**src/design/i2c_pkg.sv**
```systemverilog
package i2c_pkg;

    ////////////////////
    // Field and bus widths

    localparam int ADDRESS_WIDTH       = 7;                      // 7-bit device address
    localparam int BYTE_WIDTH          = 8;                      // Register address and data
    localparam int DIVIDER_WIDTH       = 16;
    localparam int BITS_PER_GROUP      = BYTE_WIDTH + 1;         // Eight data bits plus ACK
    localparam int BIT_COUNT_WIDTH     = $clog2(BITS_PER_GROUP + 1);

    // Divider ticks allowed for SCL to come high in the rise phase
    localparam int STRETCH_MAX_TICKS   = 255;
    localparam int STRETCH_COUNT_WIDTH = $clog2(STRETCH_MAX_TICKS + 1);

    ////////////////////
    // Transaction states

    typedef enum logic [3:0] {
        IDLE       = 4'd0,
        START      = 4'd1,
        ADDR_W     = 4'd2,
        REG_ADDR   = 4'd3,
        RESTART    = 4'd4,
        ADDR_R     = 4'd5,
        WRITE_DATA = 4'd6,
        READ_DATA  = 4'd7,
        CHECK_ACK  = 4'd8,                                       // Tail of a slave ACK bit
        SEND_NACK  = 4'd9,                                       // Tail of the master NACK bit
        STOP       = 4'd10
    } i2c_state_t;

    // Four phases of every bit slot
    typedef enum logic [1:0] {
        PH_SETUP = 2'd0,                                         // SCL low, SDA settles
        PH_RISE  = 2'd1,                                         // SCL released, may stretch
        PH_HIGH  = 2'd2,                                         // SCL high, SDA sampled on exit
        PH_FALL  = 2'd3                                          // SCL pulled low again
    } i2c_phase_t;

    ////////////////////
    // Host request and bus lines

    typedef struct packed {
        logic                     read_write;                    // 1 for a register read
        logic [ADDRESS_WIDTH-1:0] device_address;
        logic [BYTE_WIDTH-1:0]    register_address;
        logic [BYTE_WIDTH-1:0]    write_data;
    } i2c_request_t;

    // Open-drain drive, a set bit pulls the line low
    typedef struct packed {
        logic scl_low;
        logic sda_low;
    } i2c_drive_t;

    // Line levels as seen on the wired-AND bus
    typedef struct packed {
        logic scl;
        logic sda;
    } i2c_sense_t;

endpackage

```
**src/design/i2c_bit_timing.sv**
```systemverilog
`timescale 1ns/1ns

module i2c_bit_timing import i2c_pkg::*; (
    input  logic                     clock,
    input  logic                     reset_n,
    input  logic                     run,
    input  logic [DIVIDER_WIDTH-1:0] divider,
    input  i2c_drive_t               bus_drive,
    input  i2c_sense_t               bus_sense,
    output logic                     step,
    output i2c_phase_t               phase,
    output logic                     stretch_timeout
);

    logic [DIVIDER_WIDTH-1:0]       divider_count;
    logic [STRETCH_COUNT_WIDTH-1:0] stretch_count;
    logic                           tick;
    logic                           stretching;
    logic                           stretch_limit;

    ////////////////////
    // Tick and phase strobes

    // One tick every divider+1 cycles
    assign tick = run && (divider_count >= divider);

    // Master let SCL go but a target still holds it low
    assign stretching = (phase == PH_RISE) && !bus_drive.scl_low && !bus_sense.scl;

    assign stretch_limit = (stretch_count == STRETCH_COUNT_WIDTH'(STRETCH_MAX_TICKS - 1));

    assign step = tick && !stretching;                           // Phase advances only here

    ////////////////////
    // Counters

    always_ff @(posedge clock) begin
        if (!reset_n || !run) begin
            divider_count   <= '0;
            stretch_count   <= '0;
            phase           <= PH_SETUP;                         // Every transaction starts a slot
            stretch_timeout <= 1'b0;
        end else begin
            stretch_timeout <= 1'b0;
            if (tick) begin
                divider_count <= '0;
                if (stretching) begin
                    // Hold in PH_RISE and count the wait
                    if (stretch_limit) begin
                        stretch_timeout <= 1'b1;
                        stretch_count   <= '0;
                    end else begin
                        stretch_count <= stretch_count + 1'b1;
                    end
                end else begin
                    stretch_count <= '0;
                    phase         <= i2c_phase_t'(phase + 2'd1);  // Wraps PH_FALL to PH_SETUP
                end
            end else begin
                divider_count <= divider_count + 1'b1;
            end
        end
    end

    ////////////////////
    // Checks

    // The registered pulse must still find the slot parked in PH_RISE
    assert property (@(posedge clock) disable iff (!reset_n)
        stretch_timeout |-> (phase == PH_RISE))
        else $error("stretch_timeout fired outside PH_RISE");

endmodule

```
**src/design/i2c_byte_shifter.sv**
```systemverilog
`timescale 1ns/1ns

module i2c_byte_shifter import i2c_pkg::*; (
    input  logic                  clock,
    input  logic                  reset_n,
    input  logic                  load,
    input  logic [BYTE_WIDTH-1:0] load_byte,
    input  logic                  shift_enable,
    input  logic                  step,
    input  i2c_phase_t            phase,
    input  logic                  sda,
    output logic                  tx_bit,
    output logic                  sampled_bit,
    output logic [BYTE_WIDTH-1:0] rx_byte,
    output logic                  slot_done
);

    logic [BYTE_WIDTH:0]        tx_shift;                        // Byte followed by the ACK bit
    logic [BIT_COUNT_WIDTH-1:0] bit_count;
    logic                       sample_step;
    logic                       present_step;

    assign sample_step  = shift_enable && step && (phase == PH_HIGH);
    assign present_step = shift_enable && step && (phase == PH_FALL);

    assign tx_bit = tx_shift[BYTE_WIDTH];                        // MSB first

    // Ninth bit just sampled, ACK or NACK lands in sampled_bit
    assign slot_done = sample_step && (bit_count == BIT_COUNT_WIDTH'(BITS_PER_GROUP - 1));

    ////////////////////
    // Bit counter

    always_ff @(posedge clock) begin
        if (!reset_n) begin
            bit_count <= '0;
        end else if (load) begin
            bit_count <= '0;
        end else if (sample_step) begin
            bit_count <= bit_count + 1'b1;
        end
    end

    ////////////////////
    // Shift paths

    always_ff @(posedge clock) begin
        if (load) begin
            tx_shift <= {load_byte, 1'b1};                       // ACK slot left released
        end else if (present_step) begin
            tx_shift <= {tx_shift[BYTE_WIDTH-1:0], 1'b1};
        end

        if (sample_step) begin
            sampled_bit <= sda;
            // Only the eight data bits go into the receive byte
            if (bit_count < BIT_COUNT_WIDTH'(BYTE_WIDTH)) begin
                rx_byte <= {rx_byte[BYTE_WIDTH-2:0], sda};
            end
        end
    end

    // Loading mid-byte would corrupt the bit count, the FSM loads only between groups
    assert property (@(posedge clock) disable iff (!reset_n)
        !(load && shift_enable))
        else $error("load and shift_enable asserted together");

endmodule

```
**src/design/i2c_master_top.sv**
```systemverilog
`timescale 1ns/1ns

module i2c_master_top import i2c_pkg::*; (
    input  logic                     clock,
    input  logic                     reset_n,
    input  logic                     enable,
    input  i2c_request_t             request,
    input  logic [DIVIDER_WIDTH-1:0] divider,
    output logic                     busy,
    output logic [BYTE_WIDTH-1:0]    read_data,
    output logic                     error,
    output i2c_drive_t               bus_drive,
    input  i2c_sense_t               bus_sense
);

    logic                  step;
    i2c_phase_t            phase;
    logic                  stretch_timeout;
    logic                  run;
    logic                  load;
    logic [BYTE_WIDTH-1:0] load_byte;
    logic                  shift_enable;
    logic                  tx_bit;
    logic                  sampled_bit;
    logic [BYTE_WIDTH-1:0] rx_byte;
    logic                  slot_done;

    // Slot timing, watches its own SCL drive for stretching
    i2c_bit_timing i_bit_timing (
        .clock           (clock),
        .reset_n         (reset_n),
        .run             (run),
        .divider         (divider),
        .bus_drive       (bus_drive),
        .bus_sense       (bus_sense),
        .step            (step),
        .phase           (phase),
        .stretch_timeout (stretch_timeout)
    );

    i2c_byte_shifter i_byte_shifter (
        .clock        (clock),
        .reset_n      (reset_n),
        .load         (load),
        .load_byte    (load_byte),
        .shift_enable (shift_enable),
        .step         (step),
        .phase        (phase),
        .sda          (bus_sense.sda),
        .tx_bit       (tx_bit),
        .sampled_bit  (sampled_bit),
        .rx_byte      (rx_byte),
        .slot_done    (slot_done)
    );

    i2c_transaction_fsm i_transaction_fsm (
        .clock           (clock),
        .reset_n         (reset_n),
        .enable          (enable),
        .request         (request),
        .step            (step),
        .phase           (phase),
        .stretch_timeout (stretch_timeout),
        .tx_bit          (tx_bit),
        .sampled_bit     (sampled_bit),
        .rx_byte         (rx_byte),
        .slot_done       (slot_done),
        .run             (run),
        .load            (load),
        .load_byte       (load_byte),
        .shift_enable    (shift_enable),
        .bus_drive       (bus_drive),
        .busy            (busy),
        .read_data       (read_data),
        .error           (error)
    );

endmodule

```
**src/design/i2c_transaction_fsm.sv**
```systemverilog
`timescale 1ns/1ns

module i2c_transaction_fsm import i2c_pkg::*; (
    input  logic                  clock,
    input  logic                  reset_n,
    input  logic                  enable,
    input  i2c_request_t          request,
    input  logic                  step,
    input  i2c_phase_t            phase,
    input  logic                  stretch_timeout,
    input  logic                  tx_bit,
    input  logic                  sampled_bit,
    input  logic [BYTE_WIDTH-1:0] rx_byte,
    input  logic                  slot_done,
    output logic                  run,
    output logic                  load,
    output logic [BYTE_WIDTH-1:0] load_byte,
    output logic                  shift_enable,
    output i2c_drive_t            bus_drive,
    output logic                  busy,
    output logic [BYTE_WIDTH-1:0] read_data,
    output logic                  error
);

    i2c_state_t   state;
    i2c_state_t   state_next;
    i2c_state_t   after_ack;                                     // Where a good ACK leads
    i2c_state_t   after_ack_next;
    i2c_request_t saved_request;
    logic         accept;
    logic         capture_read;
    logic         set_error;
    logic         fall_step;
    logic         byte_state;

    assign fall_step = step && (phase == PH_FALL);               // Last step of a slot

    assign byte_state = (state == ADDR_W) || (state == REG_ADDR) || (state == ADDR_R)
                     || (state == WRITE_DATA) || (state == READ_DATA);

    assign run          = (state != IDLE);
    assign busy         = (state != IDLE);
    assign shift_enable = byte_state;

    ////////////////////
    // Next state

    always_comb begin
        state_next     = state;
        after_ack_next = after_ack;
        load           = 1'b0;
        load_byte      = '1;                                     // Released bits for a read
        accept         = 1'b0;
        capture_read   = 1'b0;
        set_error      = 1'b0;

        case (state)
            IDLE: begin
                if (enable) begin
                    accept     = 1'b1;
                    state_next = START;
                end
            end
            START: begin
                if (fall_step) begin
                    load       = 1'b1;
                    load_byte  = {saved_request.device_address, 1'b0};  // Write direction
                    state_next = ADDR_W;
                end
            end
            RESTART: begin
                if (fall_step) begin
                    load       = 1'b1;
                    load_byte  = {saved_request.device_address, 1'b1};  // Read direction
                    state_next = ADDR_R;
                end
            end
            ADDR_W: begin
                if (slot_done) begin
                    after_ack_next = REG_ADDR;
                    state_next     = CHECK_ACK;
                end
            end
            REG_ADDR: begin
                if (slot_done) begin
                    after_ack_next = saved_request.read_write ? RESTART : WRITE_DATA;
                    state_next     = CHECK_ACK;
                end
            end
            ADDR_R: begin
                if (slot_done) begin
                    after_ack_next = READ_DATA;
                    state_next     = CHECK_ACK;
                end
            end
            WRITE_DATA: begin
                if (slot_done) begin
                    after_ack_next = STOP;
                    state_next     = CHECK_ACK;
                end
            end
            READ_DATA: begin
                if (slot_done) begin
                    capture_read = 1'b1;                         // All eight data bits are in
                    state_next   = SEND_NACK;
                end
            end
            CHECK_ACK: begin
                if (fall_step) begin
                    if (sampled_bit) begin
                        set_error  = 1'b1;                       // Target did not answer
                        state_next = STOP;
                    end else begin
                        state_next = after_ack;
                        case (after_ack)
                            REG_ADDR: begin
                                load      = 1'b1;
                                load_byte = saved_request.register_address;
                            end
                            WRITE_DATA: begin
                                load      = 1'b1;
                                load_byte = saved_request.write_data;
                            end
                            READ_DATA: load = 1'b1;
                            default: ;
                        endcase
                    end
                end
            end
            SEND_NACK: begin
                if (fall_step) state_next = STOP;
            end
            STOP: begin
                if (fall_step) state_next = IDLE;
            end
            default: state_next = IDLE;
        endcase

        // Stuck clock abandons the transfer without a STOP
        if (stretch_timeout && (state != IDLE)) begin
            set_error  = 1'b1;
            state_next = IDLE;
        end
    end

    ////////////////////
    // Registers

    always_ff @(posedge clock) begin
        if (!reset_n) begin
            state     <= IDLE;
            after_ack <= IDLE;
            read_data <= '0;
            error     <= 1'b0;
        end else begin
            state     <= state_next;
            after_ack <= after_ack_next;
            if (accept) begin
                error <= 1'b0;
            end else if (set_error) begin
                error <= 1'b1;
            end
            if (capture_read) read_data <= rx_byte;
        end
    end

    always_ff @(posedge clock) begin
        if (accept) saved_request <= request;
    end

    ////////////////////
    // Line drive per state and phase

    always_comb begin
        bus_drive = '0;
        case (state)
            START, RESTART: begin
                // SDA falls while SCL is high
                bus_drive.scl_low = (phase == PH_FALL) || ((state == RESTART) && (phase == PH_SETUP));
                bus_drive.sda_low = (phase == PH_HIGH) || (phase == PH_FALL);
            end
            ADDR_W, REG_ADDR, ADDR_R, WRITE_DATA, READ_DATA: begin
                bus_drive.scl_low = (phase == PH_SETUP) || (phase == PH_FALL);
                bus_drive.sda_low = !tx_bit;
            end
            CHECK_ACK, SEND_NACK: bus_drive.scl_low = 1'b1;      // Only live during PH_FALL
            STOP: begin
                // SDA rises while SCL is high
                bus_drive.scl_low = (phase == PH_SETUP);
                bus_drive.sda_low = (phase != PH_FALL);
            end
            default: ;
        endcase
    end

    // Data may only move under a released clock as a START, RESTART or STOP,
    // or when a stretch timeout drops the lines
    assert property (@(posedge clock) disable iff (!reset_n)
        (!bus_drive.scl_low && !$past(bus_drive.scl_low)
            && (bus_drive.sda_low != $past(bus_drive.sda_low)))
        |-> ((state inside {START, RESTART, STOP}) || $past(stretch_timeout)))
        else $error("SDA changed while SCL released");

endmodule

```
**config.mk**
```make
export PLATFORM = sky130hd
export DESIGN_NAME = i2c_master_top
export DESIGN_NICKNAME = d
export VERILOG_FILES = /design/src/design/i2c_pkg.sv /design/src/design/i2c_bit_timing.sv /design/src/design/i2c_byte_shifter.sv /design/src/design/i2c_master_top.sv /design/src/design/i2c_transaction_fsm.sv
export SDC_FILE = /design/constraint.sdc
export NUM_CORES = 1
export LEC_CHECK = 0
export BUFFER_PORTS_ARGS = -buffer_cell sky130_fd_sc_hd__buf_2
export CAP_MARGIN = 25
export CORE_MARGIN = 10
export CORE_UTILIZATION = 60
export CTS_BUF_LIST = sky130_fd_sc_hd__clkbuf_8
export CTS_CLUSTER_DIAMETER = 150
export DETAILED_ROUTE_END_ITERATION = 8
export GPL_ROUTABILITY_DRIVEN = 1
export PLACE_DENSITY = 0.82
export SLEW_MARGIN = 20
export SYNTH_ARGS = -nofsm -noshare
export SYNTH_HDL_FRONTEND = slang
export SYNTH_SLANG_ARGS = --single-unit
```
**constraint.sdc**
```tcl
create_clock -name clock -period 3.2 [get_ports clock]
set_clock_uncertainty 0.2 [all_clocks]
set_input_delay 0.32 -clock clock [delete_from_list [all_inputs] [get_ports clock]]
set_output_delay 0.32 -clock clock [all_outputs]
set_load 0.03 [all_outputs]
```
Word level (Yosys, flattened, before mapping)
Cells that the tools add are included.

word-level totals
  bits in read-only memories = 0
  memories kept = 0
  bits in registers = 89
  input port bits = 45
  bits in latches = 0
  bits in writable memories = 0

cells by class
  $add $sub $neg = 4
  equality and inequality tests = 31
  reduce and logical (&&, ||, !) cells = 44
  bitwise logic cells = 3
  div/mod/pow operators = 0
  order comparisons = 2
  shift operators = 0
  multipliers = 0
  mux-type cells = 42

operators with widths
  cell                   count
  $mux 4                 13
  $mux 8                 6
  $pmux 4 s8             1
  $eq 4x3->1 const B     6
  $pmux 8 s3             1
  $mux 9                 2
  $add 16x1->16 const B  1
  $eq 4x4->1 const B     4
  $ge 16x16->1           1
  $pmux 4 s4             1
  $pmux 8 s2             1
  $ne 2x2->1 const B     7
  $mux 1                 13
  $eq 4x2->1 const B     3
  $ne 2x1->1 const B     6
  $reduce_or 2->1        6
  $logic_and 1x1->1      11
  $add 8x1->8 const B    1
  $eq 8x8->1 const B     1
  $logic_or 1x1->1       8
  $reduce_and 8->1       1
  $reduce_bool 4->1      2
  $logic_not 1->1        6
  $reduce_or 3->1        2
  18 further kinds       22

Logic depth before layout (Yosys ltp)
  word-level depth = 14
  gate-level depth with buffers = 10
  gate-level depth less buffers = 9

Modules after synthesis
A second synthesis with hierarchy kept.

second synthesis, totals
  cells, all modules = 435
  area, all modules = 4535.6 µm²

by module, submodules not included
  module               times used  area each (µm²)  cells an instance
  i2c_transaction_fsm  1           1994.4           177
  i2c_bit_timing       1           1702.9           205
  i2c_byte_shifter     1           838.3            53

Worst setup path after synthesis
Ideal clock, no wire load.

  path type = register to register
  from = reg i_transaction_fsm.state[3]
  to = reg i_transaction_fsm.saved_request[0] in the netlist's numbering (enable)
  required time = 2594 ps
  library setup time = 406 ps
  setup slack = 181 ps
  cell stages (with the launch flop) = 5
  arrival time = 2412 ps
  period minus slack after synthesis = 3019 ps
  cells stage by stage = dfxtp_1 clkbuf_1 or4_1 clkbuf_1 nor2_1

between the ends
  longest elaborated chain between the ends = 2

ends and longest elaborated chain
  item                          line                        text
  from (decl)                   i2c_transaction_fsm.sv:25   i2c_state_t state;
  from (signal assigned)        i2c_transaction_fsm.sv:156  state <= state_next;
  $logic_not 4->1               i2c_transaction_fsm.sv:57   case (state)
  $mux 1                        i2c_transaction_fsm.sv:57
  via i_transaction_fsm.accept  i2c_transaction_fsm.sv:30   logic accept;
  to (signal assigned)          i2c_transaction_fsm.sv:168  if (accept) saved_request <= request;
  to (decl)                     i2c_transaction_fsm.sv:29   i2c_request_t saved_request;

The timed path passes the listed nets, and every way through them passes these cells.
A chain may end at the register's enable or synchronous reset.

Worst setup path in the final report
  from = reg i_bit_timing.divider_count[11]
  to = reg i_byte_shifter.tx_shift[6] (data pin)

between the ends
  longest elaborated chain between the ends = 7

ends and longest elaborated chain
  item                                      line                        text
  from (decl)                               i2c_bit_timing.sv:15        logic [DIVIDER_WIDTH-1:0] divider_count;
  from (signal assigned)                    i2c_bit_timing.sv:60        divider_count <= divider_count + 1'b1;
  $ge 16x16->1 (*)                          i2c_bit_timing.sv:25        assign tick = run && (divider_count >= divider);
  $logic_and 1x1->1 (*)                     i2c_bit_timing.sv:25
  $logic_and 1x1->1 (*)                     i2c_bit_timing.sv:32        assign step = tick && !stretching;
  $logic_and 1x1->1 (*)                     i2c_transaction_fsm.sv:36   assign fall_step = step && (phase == PH_FALL);
  $mux 8 (tied with other cells)            i2c_transaction_fsm.sv:109  if (fall_step) begin
  $pmux 8 s3 or $pmux 1 s2 (tied branches)  i2c_transaction_fsm.sv:57
  $mux 9 (*)                                i2c_byte_shifter.sv:48      if (load) begin
  to (signal assigned)                      i2c_byte_shifter.sv:49      tx_shift <= {load_byte, 1'b1};
  to (signal assigned)                      i2c_byte_shifter.sv:51      tx_shift <= {tx_shift[BYTE_WIDTH-1:0], 1'b1};
  to (decl)                                 i2c_byte_shifter.sv:18      logic [BYTE_WIDTH:0] tx_shift;

Mark *: on every way between the ends. The rest lies on a longest branch, timed or not.

==> results.md <==
* Run status: completed
* RD Place Congestion at between 0.9 and 1
* Final slew viol count at 0
* Storage cell area at around 2200 um2
* Share of the synthesized area in compound gates (AO/OA/AOI/OAI) at 12.3%
* DRC Markers at 0
* Dominant combinational cell family by area after synthesis: simple AND/OR/NAND/NOR gates
* Synthesized-area fraction occupied by xor and xnor cells at under 10%
* Maximum fanout encountered on the critical timing path at 17
* Post-detailed-route wirelength per cell at between 15 and 20 um
* Footprint of the multi-input gates at between 1500 and 2000 um2
* Initial cell density of the core at between 60% and 70%
* Number of enable flip-flop cells after synthesis at 41
* Most frequent cells after synthesis: 57 x sky130_fd_sc_hd__nor2_1, 48 x sky130_fd_sc_hd__dfxtp_1, 41 x sky130_fd_sc_hd__edfxtp_1
* Bufs on Longest Clock Path at 2
* HP Class: in -> reg
* Register area share after synthesis at approximately half
* GR Util met3 at under 10%
* Share of synthesized cell area in full adder, half adder and majority cells at 7.16%
* Maximum number of pins on one net before global-route repair at 26
* Design Area, Final at ~5300 um2
* Via count of the first global-routing pass at ~3.5k
* Remaining antenna violation count after routing at 0
* Start point of the worst min-delay path: reset_n
* Cell Rows at 31
* Area growth from synthesis to layout at 20.4%
* Critical path startpoint: i_bit_timing.divider_count[11]$_SDFF_PP0_
* Leak pwr at ~0.0021 uW
* Clock Tree Root: sky130_fd_sc_hd__clkbuf_8
* Core footprint at 7180 um2
* Critical Path AT at roughly 2900 ps
* CTS Buf Count at 9
* Synthesized flop and latch total at between 80 and 90
* Number of antenna violations at the first check in global routing at 0
* Post-layout minimum cycle time at just under 3000 ps
* RR Startpoint: i_bit_timing.divider_count[11]$_SDFF_PP0_
* Die width at between 100 and 150 um
* Most instantiated flip-flop cell in the synthesis netlist: sky130_fd_sc_hd__dfxtp_1
* Power density cells at roughly 510 nW/um2
* Type of the worst setup path: reg -> reg
* Remaining max-slew budget at the tightest pin at about 64%
* Clk pin slew, worst setup/hold paths at ~90 ps
* Fraction of layout instances using a drive strength above 1 at between 10% and 20%
* Detailed-route wire length at 9.76 mm
* Count of vias placed by the detailed router at 3519
* Simple-gate share of the synthesized area at between 10% and 20%
* Total inserted antenna cells at 0
* Detailed-routing iteration count for the pre-antenna-repair pass at 4
* Fillers at about 500
* Latest clock arrival within the worst-skew pair at 350 ps
* Synth top area cells: sky130_fd_sc_hd__edfxtp_1 28%, sky130_fd_sc_hd__dfxtp_1 22%, sky130_fd_sc_hd__ha_1 7.2%
* List of cells traversed by the critical path: ha_1 > nand4_1 > a2111oi_1 > a211oi_2 > buf_12 > nand3b_1 > a221oi_1 > a21oi_1
* Placed wire-length estimate after detailed placement at 6.79 mm
* Overflow left after global routing at 0
* Fraction of post-synthesis cell area in the top cell type by area at roughly 28%
* Timing-limited maximum frequency at between 300 and 400 MHz
* Global route hottest layer: met2
* Async SR Flop Fraction at 0%
* Critical path endpoint category: flop
* Combined area of all synthesized cells at roughly 4400 um2
* Highest cell delay on the worst timing path at 490 ps
* Area of placed instances at about 4800 um2
* Share of the cycle needed by the critical path after routing at 92.8%
* Vias per Instance at 5.57
* TritonCTS clock tree: built
* WP data required at between 3000 and 4000 ps
* Mux contribution to synthesized area at just under 3%
* Wire length of the first global-routing pass at approximately 16 mm
* Hold Worst Slack at between 100 and 150 ps
* Max-cap violations at 0
* H-Tree Level Count at 3
* Power Total at between 2000 and 3000 uW
* Overall die area at ~11000 um2
* Cell type contributing the most total cell area after synthesis: sky130_fd_sc_hd__edfxtp_1
* Cell with the largest stage delay on the worst path: sky130_fd_sc_hd__a2111oi_1
* Boundary pin count at 57
* Setup repair after global routing missed its margin: false
* Count of input and output buffers at between 50 and 60
* Number of warnings reported in the yosys synthesis log at 0
* Post-synthesis net count at slightly above 500
* Met2 routing resource usage after global routing at 30.1%
* Final hold violation count at 0
* Final Setup Violations at 0
* Layout Nets at 598
* Kind of start point of the critical path: flop
* Global-route track usage on met1 at 20.8%
* Total routing resource utilization after global routing at ~18%
* Avg Inst Size Synth at between 9 and 10 um2
* Setup TNS Final at 0 ps
* Post-Syn Instances at about 440
* Iter 0 DRT Violations at 280
* Tightest Pin Transition at between 500 and 600 ps
* Sinks on Clock Net at between 80 and 90
* Number of different library cells in the post-synthesis netlist at a little under 60
* Floorplan die height at 105 um
* Worst-case vdd ir drop at 0.369 mV
* Most common cell in the netlist: sky130_fd_sc_hd__nor2_1
power by group:
group          switching (uW)  total [uW]  leakage [uW]  internal, uW
combinational             380         586       0.00124           206
sequential               40.4        1340      0.000749          1300
clock                     396         757      0.000101           361
logic make-up after synthesis:
group / count (synthesis)
flip-flops: 89
buffers and inverters: 47
AND/OR/NAND/NOR: 158
adder cells (fa/ha/maj): 25
AO/OA/AOI/OAI: 83
multiplexers: 13
XOR/XNOR: 22
timing repair:
action | CTS | global route
resized for setup | 0 | 1
hold endpoints to repair | 26 | 0
setup endpoints to repair | 0 | 1
setup buffers | 0 | 0
hold buffers | 25 | 0
metrics by stage:
step | cells | util (%) | worst slack [ps]
after floorplan | 437 | - | 181
after global placement | 591 | 67.1 | 285
after detailed placement | 591 | 67.1 | 210
after CTS | 632 | 73.3 | 206
after global routing | 632 | 73.3 | 83.8
final | 632 | 73.3 | 229
worst paths after layout:
check             slack (ps)  cells after the start                                      end
setup reg to reg         230                      8     i_byte_shifter.tx_shift[6]$_DFFE_PP_
hold / removal           130                      3  i_transaction_fsm.state[3]$_SDFFE_PP0P_
hold reg to reg          260                      0      i_byte_shifter.rx_byte[1]$_DFFE_PP_
setup / recovery         230                      8     i_byte_shifter.tx_shift[6]$_DFFE_PP_
final cells by class:
class,instances,area share [%]
clock buffers,9,2.36
inverters,32,2.28
multi-input cells,301,37.7
repair buffers,95,12.3
flip-flops and latches,89,41.7
clock inverters,7,1.31
well taps,99,2.36
flip-flops by register name, summed over array words and instances (netlist names):
register and cells:
i_transaction_fsm.state 4, i_transaction_fsm.error 1, i_bit_timing.stretch_count 8, i_bit_timing.divider_count 16
i_bit_timing.phase 2, i_byte_shifter.sampled_bit 1, i_byte_shifter.tx_shift 8, i_byte_shifter.bit_count 4
i_bit_timing.stretch_timeout 1, i_transaction_fsm.read_data 8, i_byte_shifter.rx_byte 8, i_transaction_fsm.after_ack 4
i_transaction_fsm.saved_request 24
routing by layer:
layer	share of wire, %	vias to the layer above
li1	-	1734
met2	49	110
met5	0	-
met1	43	1655
met4	2.1	0
met3	6.0	20
placed cells by master, fill, tap and decap left out, types with 6 or more instances in the layout:
master	instances
sky130_fd_sc_hd__dlygate4sd3_1	25
sky130_fd_sc_hd__nor2b_1	7
sky130_fd_sc_hd__nand2_1	23
sky130_fd_sc_hd__inv_1	33
sky130_fd_sc_hd__buf_2	56
sky130_fd_sc_hd__edfxtp_1	41
sky130_fd_sc_hd__xor2_1	6
sky130_fd_sc_hd__xnor2_1	16
sky130_fd_sc_hd__dfxtp_1	48
sky130_fd_sc_hd__clkbuf_8	9
sky130_fd_sc_hd__nor2_1	56
sky130_fd_sc_hd__a21o_1	7
sky130_fd_sc_hd__a21oi_1	23
sky130_fd_sc_hd__mux2i_1	13
sky130_fd_sc_hd__ha_1	25
sky130_fd_sc_hd__buf_4	13
sky130_fd_sc_hd__nand3_1	18
sky130_fd_sc_hd__nor3_1	14
sky130_fd_sc_hd__o22ai_1	6
sky130_fd_sc_hd__nand4_1	7
sky130_fd_sc_hd__o21ai_0	17
critical path, delay by kind of cell, from the launching register on:
kind	cells	cell delay (ps)
fa+ha+maj	1	330
flops	1	380
buf+inv	1	170
compound gates	4	1160
simple gates	2	480
No activity file was read; power rests on OpenSTA's default activity.
